**src/trap_pkg.sv**
```systemverilog
//==========================================================================
// Machine-mode trap definitions
// Exception and interrupt records, cause codes, arbitration priorities,
// CSR addresses and mstatus/mtvec field positions shared by the trap unit
//==========================================================================

`default_nettype none

package trap_pkg;

    //======================================================================
    // Widths and interrupt lines
    //======================================================================

    localparam int XLEN    = 32;
    localparam int NUM_IRQ = 3;
    localparam int CAUSE_W = 5;
    localparam int PRIO_W  = 4;

    // Line indices into irq_i, pending and request vectors
    localparam int IRQ_SW    = 0;
    localparam int IRQ_TIMER = 1;
    localparam int IRQ_EXT   = 2;

    typedef logic [CAUSE_W-1:0] cause_t;
    typedef logic [PRIO_W-1:0]  prio_t;

    //======================================================================
    // Cause codes
    //======================================================================

    // Interrupt causes, also the mie/mip bit positions
    localparam cause_t CAUSE_M_SW    = 5'd3;
    localparam cause_t CAUSE_M_TIMER = 5'd7;
    localparam cause_t CAUSE_M_EXT   = 5'd11;

    // Synchronous exception causes
    localparam cause_t CAUSE_INSN_MISALIGNED  = 5'd0;
    localparam cause_t CAUSE_INSN_FAULT       = 5'd1;
    localparam cause_t CAUSE_ILLEGAL_INSN     = 5'd2;
    localparam cause_t CAUSE_BREAKPOINT       = 5'd3;
    localparam cause_t CAUSE_LOAD_MISALIGNED  = 5'd4;
    localparam cause_t CAUSE_LOAD_FAULT       = 5'd5;
    localparam cause_t CAUSE_STORE_MISALIGNED = 5'd6;
    localparam cause_t CAUSE_STORE_FAULT      = 5'd7;
    localparam cause_t CAUSE_ECALL_M          = 5'd11;

    // Line index to cause code, ordered by IRQ_SW, IRQ_TIMER, IRQ_EXT
    localparam cause_t IRQ_CAUSE [NUM_IRQ] = '{CAUSE_M_SW, CAUSE_M_TIMER, CAUSE_M_EXT};

    //======================================================================
    // Priorities, lower value wins
    //======================================================================

    localparam prio_t PRIO_IRQ          = 4'd0;
    localparam prio_t PRIO_BREAKPOINT   = 4'd1;
    localparam prio_t PRIO_INSN_FAULT   = 4'd2;
    localparam prio_t PRIO_ILLEGAL      = 4'd3;
    localparam prio_t PRIO_ECALL        = 4'd4;
    localparam prio_t PRIO_MISALIGNED   = 4'd5;
    localparam prio_t PRIO_ACCESS_FAULT = 4'd6;
    // Marks an empty slot
    localparam prio_t PRIO_NONE         = 4'd15;

    //======================================================================
    // Records
    //======================================================================

    typedef enum logic {
        EXC_TYPE_EXCEPTION = 1'b0,
        EXC_TYPE_INTERRUPT = 1'b1
    } exc_type_t;

    // 75 bits, one trap candidate or the selected trap
    typedef struct packed {
        logic             valid;
        exc_type_t        exc_type;
        cause_t           cause;
        prio_t            prio;
        logic [XLEN-1:0]  pc;
        logic [XLEN-1:0]  tval;
    } exception_info_t;

    // 9 bits, masked interrupt state
    typedef struct packed {
        logic   m_software_interrupt;
        logic   m_timer_interrupt;
        logic   m_external_interrupt;
        logic   interrupt_pending;
        cause_t interrupt_cause;
    } interrupt_info_t;

    //======================================================================
    // CSR map
    //======================================================================

    localparam logic [11:0] CSR_MSTATUS = 12'h300;
    localparam logic [11:0] CSR_MIE     = 12'h304;
    localparam logic [11:0] CSR_MTVEC   = 12'h305;
    localparam logic [11:0] CSR_MEPC    = 12'h341;
    localparam logic [11:0] CSR_MCAUSE  = 12'h342;
    localparam logic [11:0] CSR_MTVAL   = 12'h343;
    localparam logic [11:0] CSR_MIP     = 12'h344;

    localparam int MSTATUS_MIE_BIT  = 3;
    localparam int MSTATUS_MPIE_BIT = 7;

    localparam logic [1:0] MTVEC_VECTORED = 2'd1;

endpackage

`default_nettype wire

```
**src/irq_gate.sv**
```systemverilog
//==========================================================================
// Interrupt line gate
// Two-flop synchronizer for one asynchronous interrupt level, giving the
// mip pending bit and the request masked by mie and mstatus.MIE
//==========================================================================

`timescale 1ns/1ps
`default_nettype none

module irq_gate (
    input  wire logic clk_i,
    input  wire logic rst_i,
    // Raw asynchronous level
    input  wire logic irq_i,
    // Per-line enable from mie
    input  wire logic enable_i,
    // Global enable from mstatus.MIE
    input  wire logic global_en_i,
    output logic      pending_o,
    output logic      request_o
);

    // Stage 0 may go metastable, stage 1 is the clean copy
    logic [1:0] sync_q;

    //======================================================================
    // Synchronizer
    //======================================================================

    always_ff @(posedge clk_i) begin
        if (rst_i) begin
            sync_q <= 2'b00;
        end else begin
            sync_q <= {sync_q[0], irq_i};
        end
    end

    // Pending after exactly two edges
    assign pending_o = sync_q[1];

    // Request needs both the line enable and the global enable
    assign request_o = sync_q[1] & enable_i & global_en_i;

endmodule

`default_nettype wire

```
**src/trap_csr.sv**
```systemverilog
//==========================================================================
// Machine trap CSRs
// Holds mstatus (MIE/MPIE), mie, mtvec, mepc, mcause and mtval, serves the
// software CSR port, records trap entry and unstacks MIE on mret
//==========================================================================

`timescale 1ns/1ps
`default_nettype none

module trap_csr
    import trap_pkg::*;
(
    input  wire logic            clk_i,
    input  wire logic            rst_i,
    // Software CSR port
    input  wire logic            csr_we_i,
    input  wire logic [11:0]     csr_addr_i,
    input  wire logic [XLEN-1:0] csr_wdata_i,
    output logic [XLEN-1:0]      csr_rdata_o,
    // Trap entry from the handler
    input  wire logic            trap_valid_i,
    input  exception_info_t      trap_info_i,
    // Trap return strobe
    input  wire logic            mret_i,
    // Synchronized lines shown as mip
    input  wire logic [NUM_IRQ-1:0] irq_pending_i,
    // Enables and vector setup for the gates and handler
    output logic                 mstatus_mie_o,
    output logic [NUM_IRQ-1:0]   mie_o,
    output logic [XLEN-1:0]      mtvec_base_o,
    output logic [1:0]           mtvec_mode_o
);

    logic               mstatus_mie_q;
    logic               mstatus_mpie_q;
    logic [NUM_IRQ-1:0] mie_q;
    // Bit 1 always held at zero so only direct and vectored modes exist
    logic [XLEN-1:0]    mtvec_q;
    logic [XLEN-1:0]    mepc_q;
    logic [XLEN-1:0]    mcause_q;
    logic [XLEN-1:0]    mtval_q;
    logic [XLEN-1:0]    trap_mcause;

    // Interrupt flag in bit 31, cause code in the low bits
    assign trap_mcause = {trap_info_i.exc_type == EXC_TYPE_INTERRUPT,
                          {(XLEN-1-CAUSE_W){1'b0}},
                          trap_info_i.cause};

    //======================================================================
    // CSR state
    //======================================================================

    always_ff @(posedge clk_i) begin
        if (rst_i) begin
            mstatus_mie_q  <= 1'b0;
            mstatus_mpie_q <= 1'b0;
            mie_q          <= '0;
            mtvec_q        <= '0;
            mepc_q         <= '0;
            mcause_q       <= '0;
            mtval_q        <= '0;
        end else begin
            // Software writes first, trap and mret below override them
            if (csr_we_i) begin
                case (csr_addr_i)
                    CSR_MSTATUS: begin
                        mstatus_mie_q  <= csr_wdata_i[MSTATUS_MIE_BIT];
                        mstatus_mpie_q <= csr_wdata_i[MSTATUS_MPIE_BIT];
                    end
                    CSR_MIE: begin
                        for (int i = 0; i < NUM_IRQ; i++) begin
                            mie_q[i] <= csr_wdata_i[IRQ_CAUSE[i]];
                        end
                    end
                    CSR_MTVEC: mtvec_q  <= {csr_wdata_i[XLEN-1:2], 1'b0, csr_wdata_i[0]};
                    CSR_MEPC:   mepc_q   <= csr_wdata_i;
                    CSR_MCAUSE: mcause_q <= csr_wdata_i;
                    CSR_MTVAL:  mtval_q  <= csr_wdata_i;
                    default: ;
                endcase
            end

            if (trap_valid_i) begin
                // Trap entry, stack MIE and disable interrupts
                mepc_q         <= trap_info_i.pc;
                mcause_q       <= trap_mcause;
                mtval_q        <= trap_info_i.tval;
                mstatus_mpie_q <= mstatus_mie_q;
                mstatus_mie_q  <= 1'b0;
            end else if (mret_i) begin
                // Trap return, unstack MIE
                mstatus_mie_q  <= mstatus_mpie_q;
                mstatus_mpie_q <= 1'b1;
            end
        end
    end

    //======================================================================
    // Read port
    //======================================================================

    always_comb begin
        csr_rdata_o = '0;
        case (csr_addr_i)
            CSR_MSTATUS: begin
                csr_rdata_o[MSTATUS_MIE_BIT]  = mstatus_mie_q;
                csr_rdata_o[MSTATUS_MPIE_BIT] = mstatus_mpie_q;
            end
            CSR_MIE: begin
                for (int i = 0; i < NUM_IRQ; i++) begin
                    csr_rdata_o[IRQ_CAUSE[i]] = mie_q[i];
                end
            end
            // mip is read-only, straight from the synchronizers
            CSR_MIP: begin
                for (int i = 0; i < NUM_IRQ; i++) begin
                    csr_rdata_o[IRQ_CAUSE[i]] = irq_pending_i[i];
                end
            end
            CSR_MTVEC:  csr_rdata_o = mtvec_q;
            CSR_MEPC:   csr_rdata_o = mepc_q;
            CSR_MCAUSE: csr_rdata_o = mcause_q;
            CSR_MTVAL:  csr_rdata_o = mtval_q;
            // Unmapped addresses read zero
            default:    csr_rdata_o = '0;
        endcase
    end

    // Outputs to gates and handler
    assign mstatus_mie_o = mstatus_mie_q;
    assign mie_o         = mie_q;
    assign mtvec_base_o  = mtvec_q;
    assign mtvec_mode_o  = mtvec_q[1:0];

endmodule

`default_nettype wire

```
**src/exception_handler.sv**
```systemverilog
//==========================================================================
// Trap arbiter
// Picks one trap from the masked interrupt requests and the four stage
// exception reports, and computes its record and trap vector from mtvec
//==========================================================================

`timescale 1ns/1ps
`default_nettype none

module exception_handler
    import trap_pkg::*;
(
    // Stage exception reports
    input  exception_info_t         fetch_exc_i,
    input  exception_info_t         execute_exc_i,
    input  exception_info_t         memory_exc_i,
    input  exception_info_t         writeback_exc_i,
    // Masked requests from the gates
    input  wire logic [NUM_IRQ-1:0] irq_req_i,
    // Resume pc for an interrupt
    input  wire logic [XLEN-1:0]    irq_pc_i,
    // Trap vector setup
    input  wire logic [XLEN-1:0]    mtvec_base_i,
    input  wire logic [1:0]         mtvec_mode_i,
    output logic                    trap_valid_o,
    output exception_info_t         trap_info_o,
    output logic [XLEN-1:0]         trap_vector_o,
    output interrupt_info_t         interrupt_info_o
);

    exception_info_t stage_exc [4];
    exception_info_t irq_exc;
    exception_info_t best_exc;
    exception_info_t sel_exc;
    prio_t           best_prio;
    logic            best_found;
    cause_t          irq_cause;
    logic [XLEN-1:0] vec_base;

    //======================================================================
    // Interrupt selection
    //======================================================================

    // Later lines override earlier ones, so external beats timer beats software
    always_comb begin
        irq_cause = '0;
        for (int i = 0; i < NUM_IRQ; i++) begin
            if (irq_req_i[i]) begin
                irq_cause = IRQ_CAUSE[i];
            end
        end
    end

    assign interrupt_info_o.m_software_interrupt = irq_req_i[IRQ_SW];
    assign interrupt_info_o.m_timer_interrupt    = irq_req_i[IRQ_TIMER];
    assign interrupt_info_o.m_external_interrupt = irq_req_i[IRQ_EXT];
    assign interrupt_info_o.interrupt_pending    = |irq_req_i;
    assign interrupt_info_o.interrupt_cause      = irq_cause;

    // Interrupt candidate, pc supplied by the core and no tval
    always_comb begin
        irq_exc          = '0;
        irq_exc.valid    = |irq_req_i;
        irq_exc.exc_type = EXC_TYPE_INTERRUPT;
        irq_exc.cause    = irq_cause;
        irq_exc.prio     = PRIO_IRQ;
        irq_exc.pc       = irq_pc_i;
    end

    //======================================================================
    // Stage exception selection
    //======================================================================

    // Slot order sets the tie break, fetch first
    assign stage_exc[0] = fetch_exc_i;
    assign stage_exc[1] = execute_exc_i;
    assign stage_exc[2] = memory_exc_i;
    assign stage_exc[3] = writeback_exc_i;

    // Strict less-than keeps the earliest slot on a tie
    always_comb begin
        best_exc   = '0;
        best_prio  = PRIO_NONE;
        best_found = 1'b0;
        for (int s = 0; s < 4; s++) begin
            if (stage_exc[s].valid && (!best_found || stage_exc[s].prio < best_prio)) begin
                best_exc   = stage_exc[s];
                best_prio  = stage_exc[s].prio;
                best_found = 1'b1;
            end
        end
    end

    // Any requested interrupt wins over stage exceptions
    assign sel_exc = irq_exc.valid ? irq_exc : best_exc;

    //======================================================================
    // Trap vector
    //======================================================================

    assign vec_base = {mtvec_base_i[XLEN-1:2], 2'b00};

    always_comb begin
        trap_vector_o = '0;
        if (sel_exc.valid) begin
            // Only interrupts are vectored, exceptions go to the base
            if (sel_exc.exc_type == EXC_TYPE_INTERRUPT && mtvec_mode_i == MTVEC_VECTORED) begin
                trap_vector_o = vec_base + (XLEN'(sel_exc.cause) << 2);
            end else begin
                trap_vector_o = vec_base;
            end
        end
    end

    // Selected record doubles as the flush request
    assign trap_valid_o = sel_exc.valid;
    assign trap_info_o  = sel_exc;

endmodule

`default_nettype wire

```
**src/trap_unit_top.sv**
```systemverilog
//==========================================================================
// Machine-mode trap unit
// CSR block, three interrupt gates and the trap arbiter of an RV32 core
//==========================================================================

`timescale 1ns/1ps
`default_nettype none

module trap_unit_top
    import trap_pkg::*;
(
    input  wire logic               clk_i,
    input  wire logic               rst_i,
    // Stage exception levels
    input  exception_info_t         fetch_exc_i,
    input  exception_info_t         execute_exc_i,
    input  exception_info_t         memory_exc_i,
    input  exception_info_t         writeback_exc_i,
    // Asynchronous interrupt levels, indexed by IRQ_SW/IRQ_TIMER/IRQ_EXT
    input  wire logic [NUM_IRQ-1:0] irq_i,
    input  wire logic [XLEN-1:0]    irq_pc_i,
    input  wire logic               mret_i,
    // CSR port
    input  wire logic               csr_we_i,
    input  wire logic [11:0]        csr_addr_i,
    input  wire logic [XLEN-1:0]    csr_wdata_i,
    output logic [XLEN-1:0]         csr_rdata_o,
    // Trap outputs, trap_valid_o also flushes the pipeline
    output logic                    trap_valid_o,
    output exception_info_t         trap_info_o,
    output logic [XLEN-1:0]         trap_vector_o,
    output interrupt_info_t         interrupt_info_o
);

    logic               mstatus_mie;
    logic [NUM_IRQ-1:0] mie;
    logic [NUM_IRQ-1:0] irq_pending;
    logic [NUM_IRQ-1:0] irq_req;
    logic [XLEN-1:0]    mtvec_base;
    logic [1:0]         mtvec_mode;

    // CSR block, records the trap selected below
    trap_csr csr_i (
        .clk_i         (clk_i),
        .rst_i         (rst_i),
        .csr_we_i      (csr_we_i),
        .csr_addr_i    (csr_addr_i),
        .csr_wdata_i   (csr_wdata_i),
        .csr_rdata_o   (csr_rdata_o),
        .trap_valid_i  (trap_valid_o),
        .trap_info_i   (trap_info_o),
        .mret_i        (mret_i),
        .irq_pending_i (irq_pending),
        .mstatus_mie_o (mstatus_mie),
        .mie_o         (mie),
        .mtvec_base_o  (mtvec_base),
        .mtvec_mode_o  (mtvec_mode)
    );

    // One gate per interrupt line
    for (genvar g = 0; g < NUM_IRQ; g++) begin : gen_irq
        irq_gate gate_i (
            .clk_i       (clk_i),
            .rst_i       (rst_i),
            .irq_i       (irq_i[g]),
            .enable_i    (mie[g]),
            .global_en_i (mstatus_mie),
            .pending_o   (irq_pending[g]),
            .request_o   (irq_req[g])
        );
    end

    // Arbiter and vector generation
    exception_handler handler_i (
        .fetch_exc_i      (fetch_exc_i),
        .execute_exc_i    (execute_exc_i),
        .memory_exc_i     (memory_exc_i),
        .writeback_exc_i  (writeback_exc_i),
        .irq_req_i        (irq_req),
        .irq_pc_i         (irq_pc_i),
        .mtvec_base_i     (mtvec_base),
        .mtvec_mode_i     (mtvec_mode),
        .trap_valid_o     (trap_valid_o),
        .trap_info_o      (trap_info_o),
        .trap_vector_o    (trap_vector_o),
        .interrupt_info_o (interrupt_info_o)
    );

endmodule

`default_nettype wire

```
**config.mk**
```make
export PLATFORM = sky130hd
export DESIGN_NAME = trap_unit_top
export DESIGN_NICKNAME = d
export VERILOG_FILES = /design/src/trap_pkg.sv /design/src/irq_gate.sv /design/src/trap_csr.sv /design/src/exception_handler.sv /design/src/trap_unit_top.sv
export SDC_FILE = /design/constraint.sdc
export NUM_CORES = 1
export LEC_CHECK = 0
export BUFFER_PORTS_ARGS = -buffer_cell sky130_fd_sc_hd__buf_2
export CAP_MARGIN = 20
export CORE_AREA = 3 3 203 205
export CTS_CLUSTER_SIZE = 24
export DETAILED_ROUTE_END_ITERATION = 7
export DIE_AREA = 0 0 206 208
export PLACE_DENSITY = 0.64
export SLEW_MARGIN = 15
export SYNTH_ARGS = -nofsm -noshare
export SYNTH_HDL_FRONTEND = slang
export SYNTH_SLANG_ARGS = --single-unit
```
**constraint.sdc**
```tcl
create_clock -name clk_i -period 10.4 [get_ports clk_i]
set_input_delay 2.08 -clock clk_i [delete_from_list [all_inputs] [get_ports clk_i]]
set_output_delay 2.08 -clock clk_i [all_outputs]
set_load 0.02 [all_outputs]
```
==> report_table.html <==
<table>
<tr><th>Metric</th><th>Value</th></tr>
<tr><th colspan="2">Status</th></tr>
<tr><td>Outcome</td><td>finished clean</td></tr>
<tr><th colspan="2">Yosys</th></tr>
<tr><td>Biggest area contributors in the synthesized netlist</td><td>sky130_fd_sc_hd__dfxtp_1 (26%), sky130_fd_sc_hd__nand2_1 (13%), sky130_fd_sc_hd__a21oi_1 (7.5%), sky130_fd_sc_hd__nand3_1 (6.3%), sky130_fd_sc_hd__nor2_1 (5.4%)</td></tr>
<tr><td>Fraction of the yosys area taken by sequential cells</td><td>26.2%</td></tr>
<tr><td>Mean post-synth cell area</td><td>just under 7 um2</td></tr>
<tr><td>Proportion of register bits with asynchronous set or reset after synthesis</td><td>0%</td></tr>
<tr><td>Most used DFF post-synth</td><td>sky130_fd_sc_hd__dfxtp_1</td></tr>
<tr><td>Most frequently used cell type in the post-synthesis netlist</td><td>sky130_fd_sc_hd__nand2_1</td></tr>
<tr><td>Share of Yosys cell area claimed by the top area cell type</td><td>roughly a quarter</td></tr>
<tr><td>Post-synth design cell area</td><td>around 11000 um2</td></tr>
<tr><td>Flip-flop and latch count after synthesis</td><td>138</td></tr>
<tr><td>Post-Syn Instances</td><td>1549</td></tr>
<tr><td>Count of different cell masters after synthesis</td><td>60</td></tr>
<tr><td>Cell taking the most area after synthesis</td><td>sky130_fd_sc_hd__dfxtp_1</td></tr>
<tr><td>Warning count from the yosys run</td><td>0</td></tr>
<tr><td>Ranking of synthesized cells by instance count</td><td>sky130_fd_sc_hd__nand2_1 (366), sky130_fd_sc_hd__a21oi_1 (158), sky130_fd_sc_hd__nor2_1 (153)</td></tr>
<tr><td>Post-synth EDFFs</td><td>0</td></tr>
<tr><th colspan="2">Setup path</th></tr>
<tr><td>Cell depth of the worst setup path</td><td>34</td></tr>
<tr><td>Most frequent CP cell</td><td>sky130_fd_sc_hd__ha_1</td></tr>
<tr><td>Max incr delay on CP</td><td>440 ps</td></tr>
<tr><td>Reg2reg start</td><td>csr_i.mstatus_mie_o$_SDFFE_PP0P_</td></tr>
<tr><td>Max stage delay cell, worst path</td><td>sky130_fd_sc_hd__fa_1</td></tr>
<tr><td>Arr. time, crit path</td><td>7970 ps</td></tr>
<tr><td>Critical path buffers and inverters</td><td>4</td></tr>
<tr><td>Crit Path Class</td><td>primary input to output port</td></tr>
<tr><td>Reg-to-reg critical path endpoint</td><td>csr_i.mcause_q[13]$_SDFFE_PP0P_</td></tr>
<tr><td>Count of cells along the worst register-to-register path</td><td>11</td></tr>
<tr><td>Required time of the worst setup path</td><td>between 8000 and 9000 ps</td></tr>
<tr><td>Slack of the worst reg-to-reg path</td><td>6730 ps</td></tr>
<tr><td>CP startpoint</td><td>fetch_exc_i[74]</td></tr>
<tr><td>CP startpoint kind</td><td>primary input</td></tr>
<tr><td>CP max FO</td><td>10</td></tr>
<tr><td>CP top delay family</td><td>compound AO/OA/AOI/OAI gates</td></tr>
<tr><td>Setup crit end kind</td><td>output port</td></tr>
<tr><th colspan="2">Layout</th></tr>
<tr><td>Filler-free cell count of the finished design</td><td>2542</td></tr>
<tr><td>Fraction of layout cells with a size suffix above 1</td><td>36.8%</td></tr>
<tr><td>Final net count</td><td>2395</td></tr>
<tr><td>Area growth from synthesis to final layout</td><td>38.0%</td></tr>
<tr><td>Final Cell Area</td><td>14600 um2</td></tr>
<tr><th colspan="2">Global route</th></tr>
<tr><td>Number of antenna violations at the first check in global routing</td><td>14</td></tr>
<tr><td>Overflow after GRT</td><td>0</td></tr>
<tr><td>All-layer global routing usage</td><td>~25%</td></tr>
<tr><td>Number of global-route vias before repair</td><td>12.6k</td></tr>
<tr><td>Largest net degree at the start of global routing</td><td>111</td></tr>
<tr><td>Wire length of the first global-routing pass</td><td>81800 um</td></tr>
<tr><th colspan="2">Worst hold path</th></tr>
<tr><td>Hold Crit Depth</td><td>1</td></tr>
<tr><td>Min-Delay Endpoint</td><td>gen_irq[1].gate_i.sync_q[1]$_SDFF_PP0_</td></tr>
<tr><td>Startpoint of the most critical hold path</td><td>gen_irq[1].gate_i.sync_q[0]$_SDFF_PP0_</td></tr>
<tr><td>Type of the tightest min-delay check</td><td>register to register</td></tr>
<tr><th colspan="2">Placed design</th></tr>
<tr><td>Count of placed standard cells including taps</td><td>2493</td></tr>
<tr><td>DP Wirelength</td><td>46000 um</td></tr>
<tr><td>Area post-placement</td><td>13800 um2</td></tr>
<tr><td>IO buf count</td><td>between 500 and 600</td></tr>
<tr><td>GP Congestion</td><td>0.956</td></tr>
<tr><th colspan="2">Clocking</th></tr>
<tr><td>Clock tree from TritonCTS</td><td>built</td></tr>
<tr><td>Hold buffer count at cts</td><td>0</td></tr>
<tr><td>CTS H-tree depth</td><td>4</td></tr>
<tr><td>Clk_lat worst skew</td><td>420 ps</td></tr>
<tr><td>Clock root cell</td><td>sky130_fd_sc_hd__clkbuf_16</td></tr>
<tr><td>Number of clock sinks</td><td>138</td></tr>
<tr><td>Clock Path Buffers</td><td>2</td></tr>
<tr><td>Clock-pin transition on the worst setup and hold timing paths</td><td>60 ps</td></tr>
<tr><td>CTS buffer count</td><td>17</td></tr>
<tr><th colspan="2">Timing</th></tr>
<tr><td>Clk_skew</td><td>7.70 ps</td></tr>
<tr><td>Final Hold Fails</td><td>0</td></tr>
<tr><td>Worst-case hold slack</td><td>444 ps</td></tr>
<tr><td>Final setup fails</td><td>0</td></tr>
<tr><td>Max-slew violation count</td><td>0</td></tr>
<tr><td>Worst-Margin Slew</td><td>about 1000 ps</td></tr>
<tr><td>Unrepaired setup endpoints after global routing</td><td>no</td></tr>
<tr><td>F_max</td><td>0.0995 GHz</td></tr>
<tr><td>Clock period minus final worst setup slack</td><td>10050 ps</td></tr>
<tr><td>Period utilization</td><td>96.7%</td></tr>
<tr><td>Max_slew headroom</td><td>between 30% and 40%</td></tr>
<tr><th colspan="2">Floorplan</th></tr>
<tr><td>Std-Cell Core Area</td><td>approximately 40000 um2</td></tr>
<tr><td>Std cell rows</td><td>73</td></tr>
<tr><td>Die Y</td><td>208 um</td></tr>
<tr><td>X dimension of the die</td><td>between 200 and 250 um</td></tr>
<tr><td>Initial Util</td><td>26.6%</td></tr>
<tr><td>Area of the die</td><td>42800 um2</td></tr>
<tr><td>I/O pin count</td><td>532</td></tr>
<tr><th colspan="2">Power</th></tr>
<tr><td>Sequential Power Share</td><td>29.5%</td></tr>
<tr><td>Cell-internal power</td><td>~1200 uW</td></tr>
<tr><td>Net switching fraction of the power</td><td>38.9%</td></tr>
<tr><td>Power dissipated by switching net loads</td><td>795 uW</td></tr>
<tr><td>Leakage power summed over all cells</td><td>roughly 0.0062 uW</td></tr>
<tr><td>Power density over cell area</td><td>140 nW/um2</td></tr>
<tr><td>Power share of the clock group</td><td>30.8%</td></tr>
<tr><td>Worst VDD drop</td><td>102 uV</td></tr>
<tr><td>Fraction of power consumed by combinational cells</td><td>between 30 and 40%</td></tr>
<tr><th colspan="2">Routing</th></tr>
<tr><td>DR pass1 iterations</td><td>6</td></tr>
<tr><td>Routed vias</td><td>13.6k</td></tr>
<tr><td>Post-route DRC violation count</td><td>0</td></tr>
<tr><td>Antenna-violating nets left</td><td>0</td></tr>
<tr><td>Vias per cell</td><td>5.36</td></tr>
<tr><td>Total detailed-routing wirelength</td><td>between 50000 and 60000 um</td></tr>
<tr><td>DRC violation total after the first TritonRoute iteration</td><td>1198</td></tr>
<tr><td>Final routed wire length divided by cell count</td><td>22.6 um</td></tr>
<tr><th colspan="2">Job</th></tr>
<tr><td>Max Cap Viol</td><td>0</td></tr>
</table>
==> logic make-up after synthesis <==
| kind of cell | Yosys count | share of synthesized area (%) |
|---|---|---|
| simple gates | 722 | 29.1 |
| buf+inv | 163 | 6.41 |
| mux | 74 | 7.41 |
| fa+ha+maj | 14 | 1.73 |
| other cells | 1 | 0.0355 |
| flops | 138 | 26.2 |
| xor+xnor | 6 | 0.498 |
| compound gates | 431 | 28.7 |
==> cell type report <==
cell class | count | area [um2]
Sequential cell | 138 | 2760
Antenna cell | 6 | 15.0
Tap cell | 525 | 657
Timing Repair Buffer | 577 | 3040
Multi-Input combinational cell | 1250 | 7430
Clock inverter | 12 | 146
Fill cell | 4325 | 25100
Inverter | 14 | 52.6
Clock buffer | 20 | 467
==> cells in the final DEF, fill, tap and decap left out, drive strengths merged, types with 31 or more instances in the layout <==
master	Yosys	routed
buf	36	576
o21ba	35	35
mux2i	41	41
mux2	33	33
a311oi	37	37
dfxtp	138	138
nor2	153	153
a211oi	66	66
o211ai	42	42
nand3	133	133
a21oi	158	158
o21ai	31	31
nand2	366	366
==> stage by stage <==
| stage | util [%] | setup TNS (ps) | total power (uW) | worst slack, ps |
|---|---|---|---|---|
| floorplan | - | -18.2 | 1050 | -9.14 |
| global placement | 34.9 | 0 | 1400 | 313 |
| detailed placement | 34.9 | 0 | 1410 | 161 |
| CTS | 36.4 | 0 | 2040 | 132 |
| global route | 36.8 | 0 | 2130 | 10.3 |
| finish | 36.8 | 0 | 2040 | 346 |
==> worst max path at each step <==
| stage | end | slack [ps] |
|---|---|---|
| finish | trap_vector_o[30] | 350 |
| global route | trap_vector_o[13] | 10 |
| CTS | trap_vector_o[13] | 130 |
| detailed placement | trap_vector_o[13] | 160 |
| global placement | trap_vector_o[13] | 310 |
| floorplan | trap_vector_o[15] | -9 |
==> power by group through the flow <==
stage,clock [uW],sequential [uW],combinational [uW]
after floorplan,0,601,454
after global placement,0,613,789
after detailed placement,0,614,796
after CTS,638,602,799
after global routing,658,608,862
final,629,604,812
==> timing repair <==
item / 4_1_cts / 5_1_grt
endpoints found under the setup margin: 0 / 26
resized for setup: 0 / 8
setup buffers: 0 / 11
hold endpoints to repair: 0 / 0
==> registers in the layout, summed over array words and instances, names as in the netlist <==
name	flops
csr_i.mtvec_base_o	31
csr_i.mstatus_mie_o	1
gen_irq.gate_i.sync_q	6
csr_i.mstatus_mpie_q	1
csr_i.mtval_q	32
csr_i.mepc_q	32
csr_i.mie_o	3
csr_i.mcause_q	32
==> layer usage <==
metal,share of wire [%],global-route usage (%)
met5,0.17,0
met4,2.2,6.88
met3,7.3,4.05
met2,46,40.0
met1,45,35.5
Power figures use the tool's default switching activity.
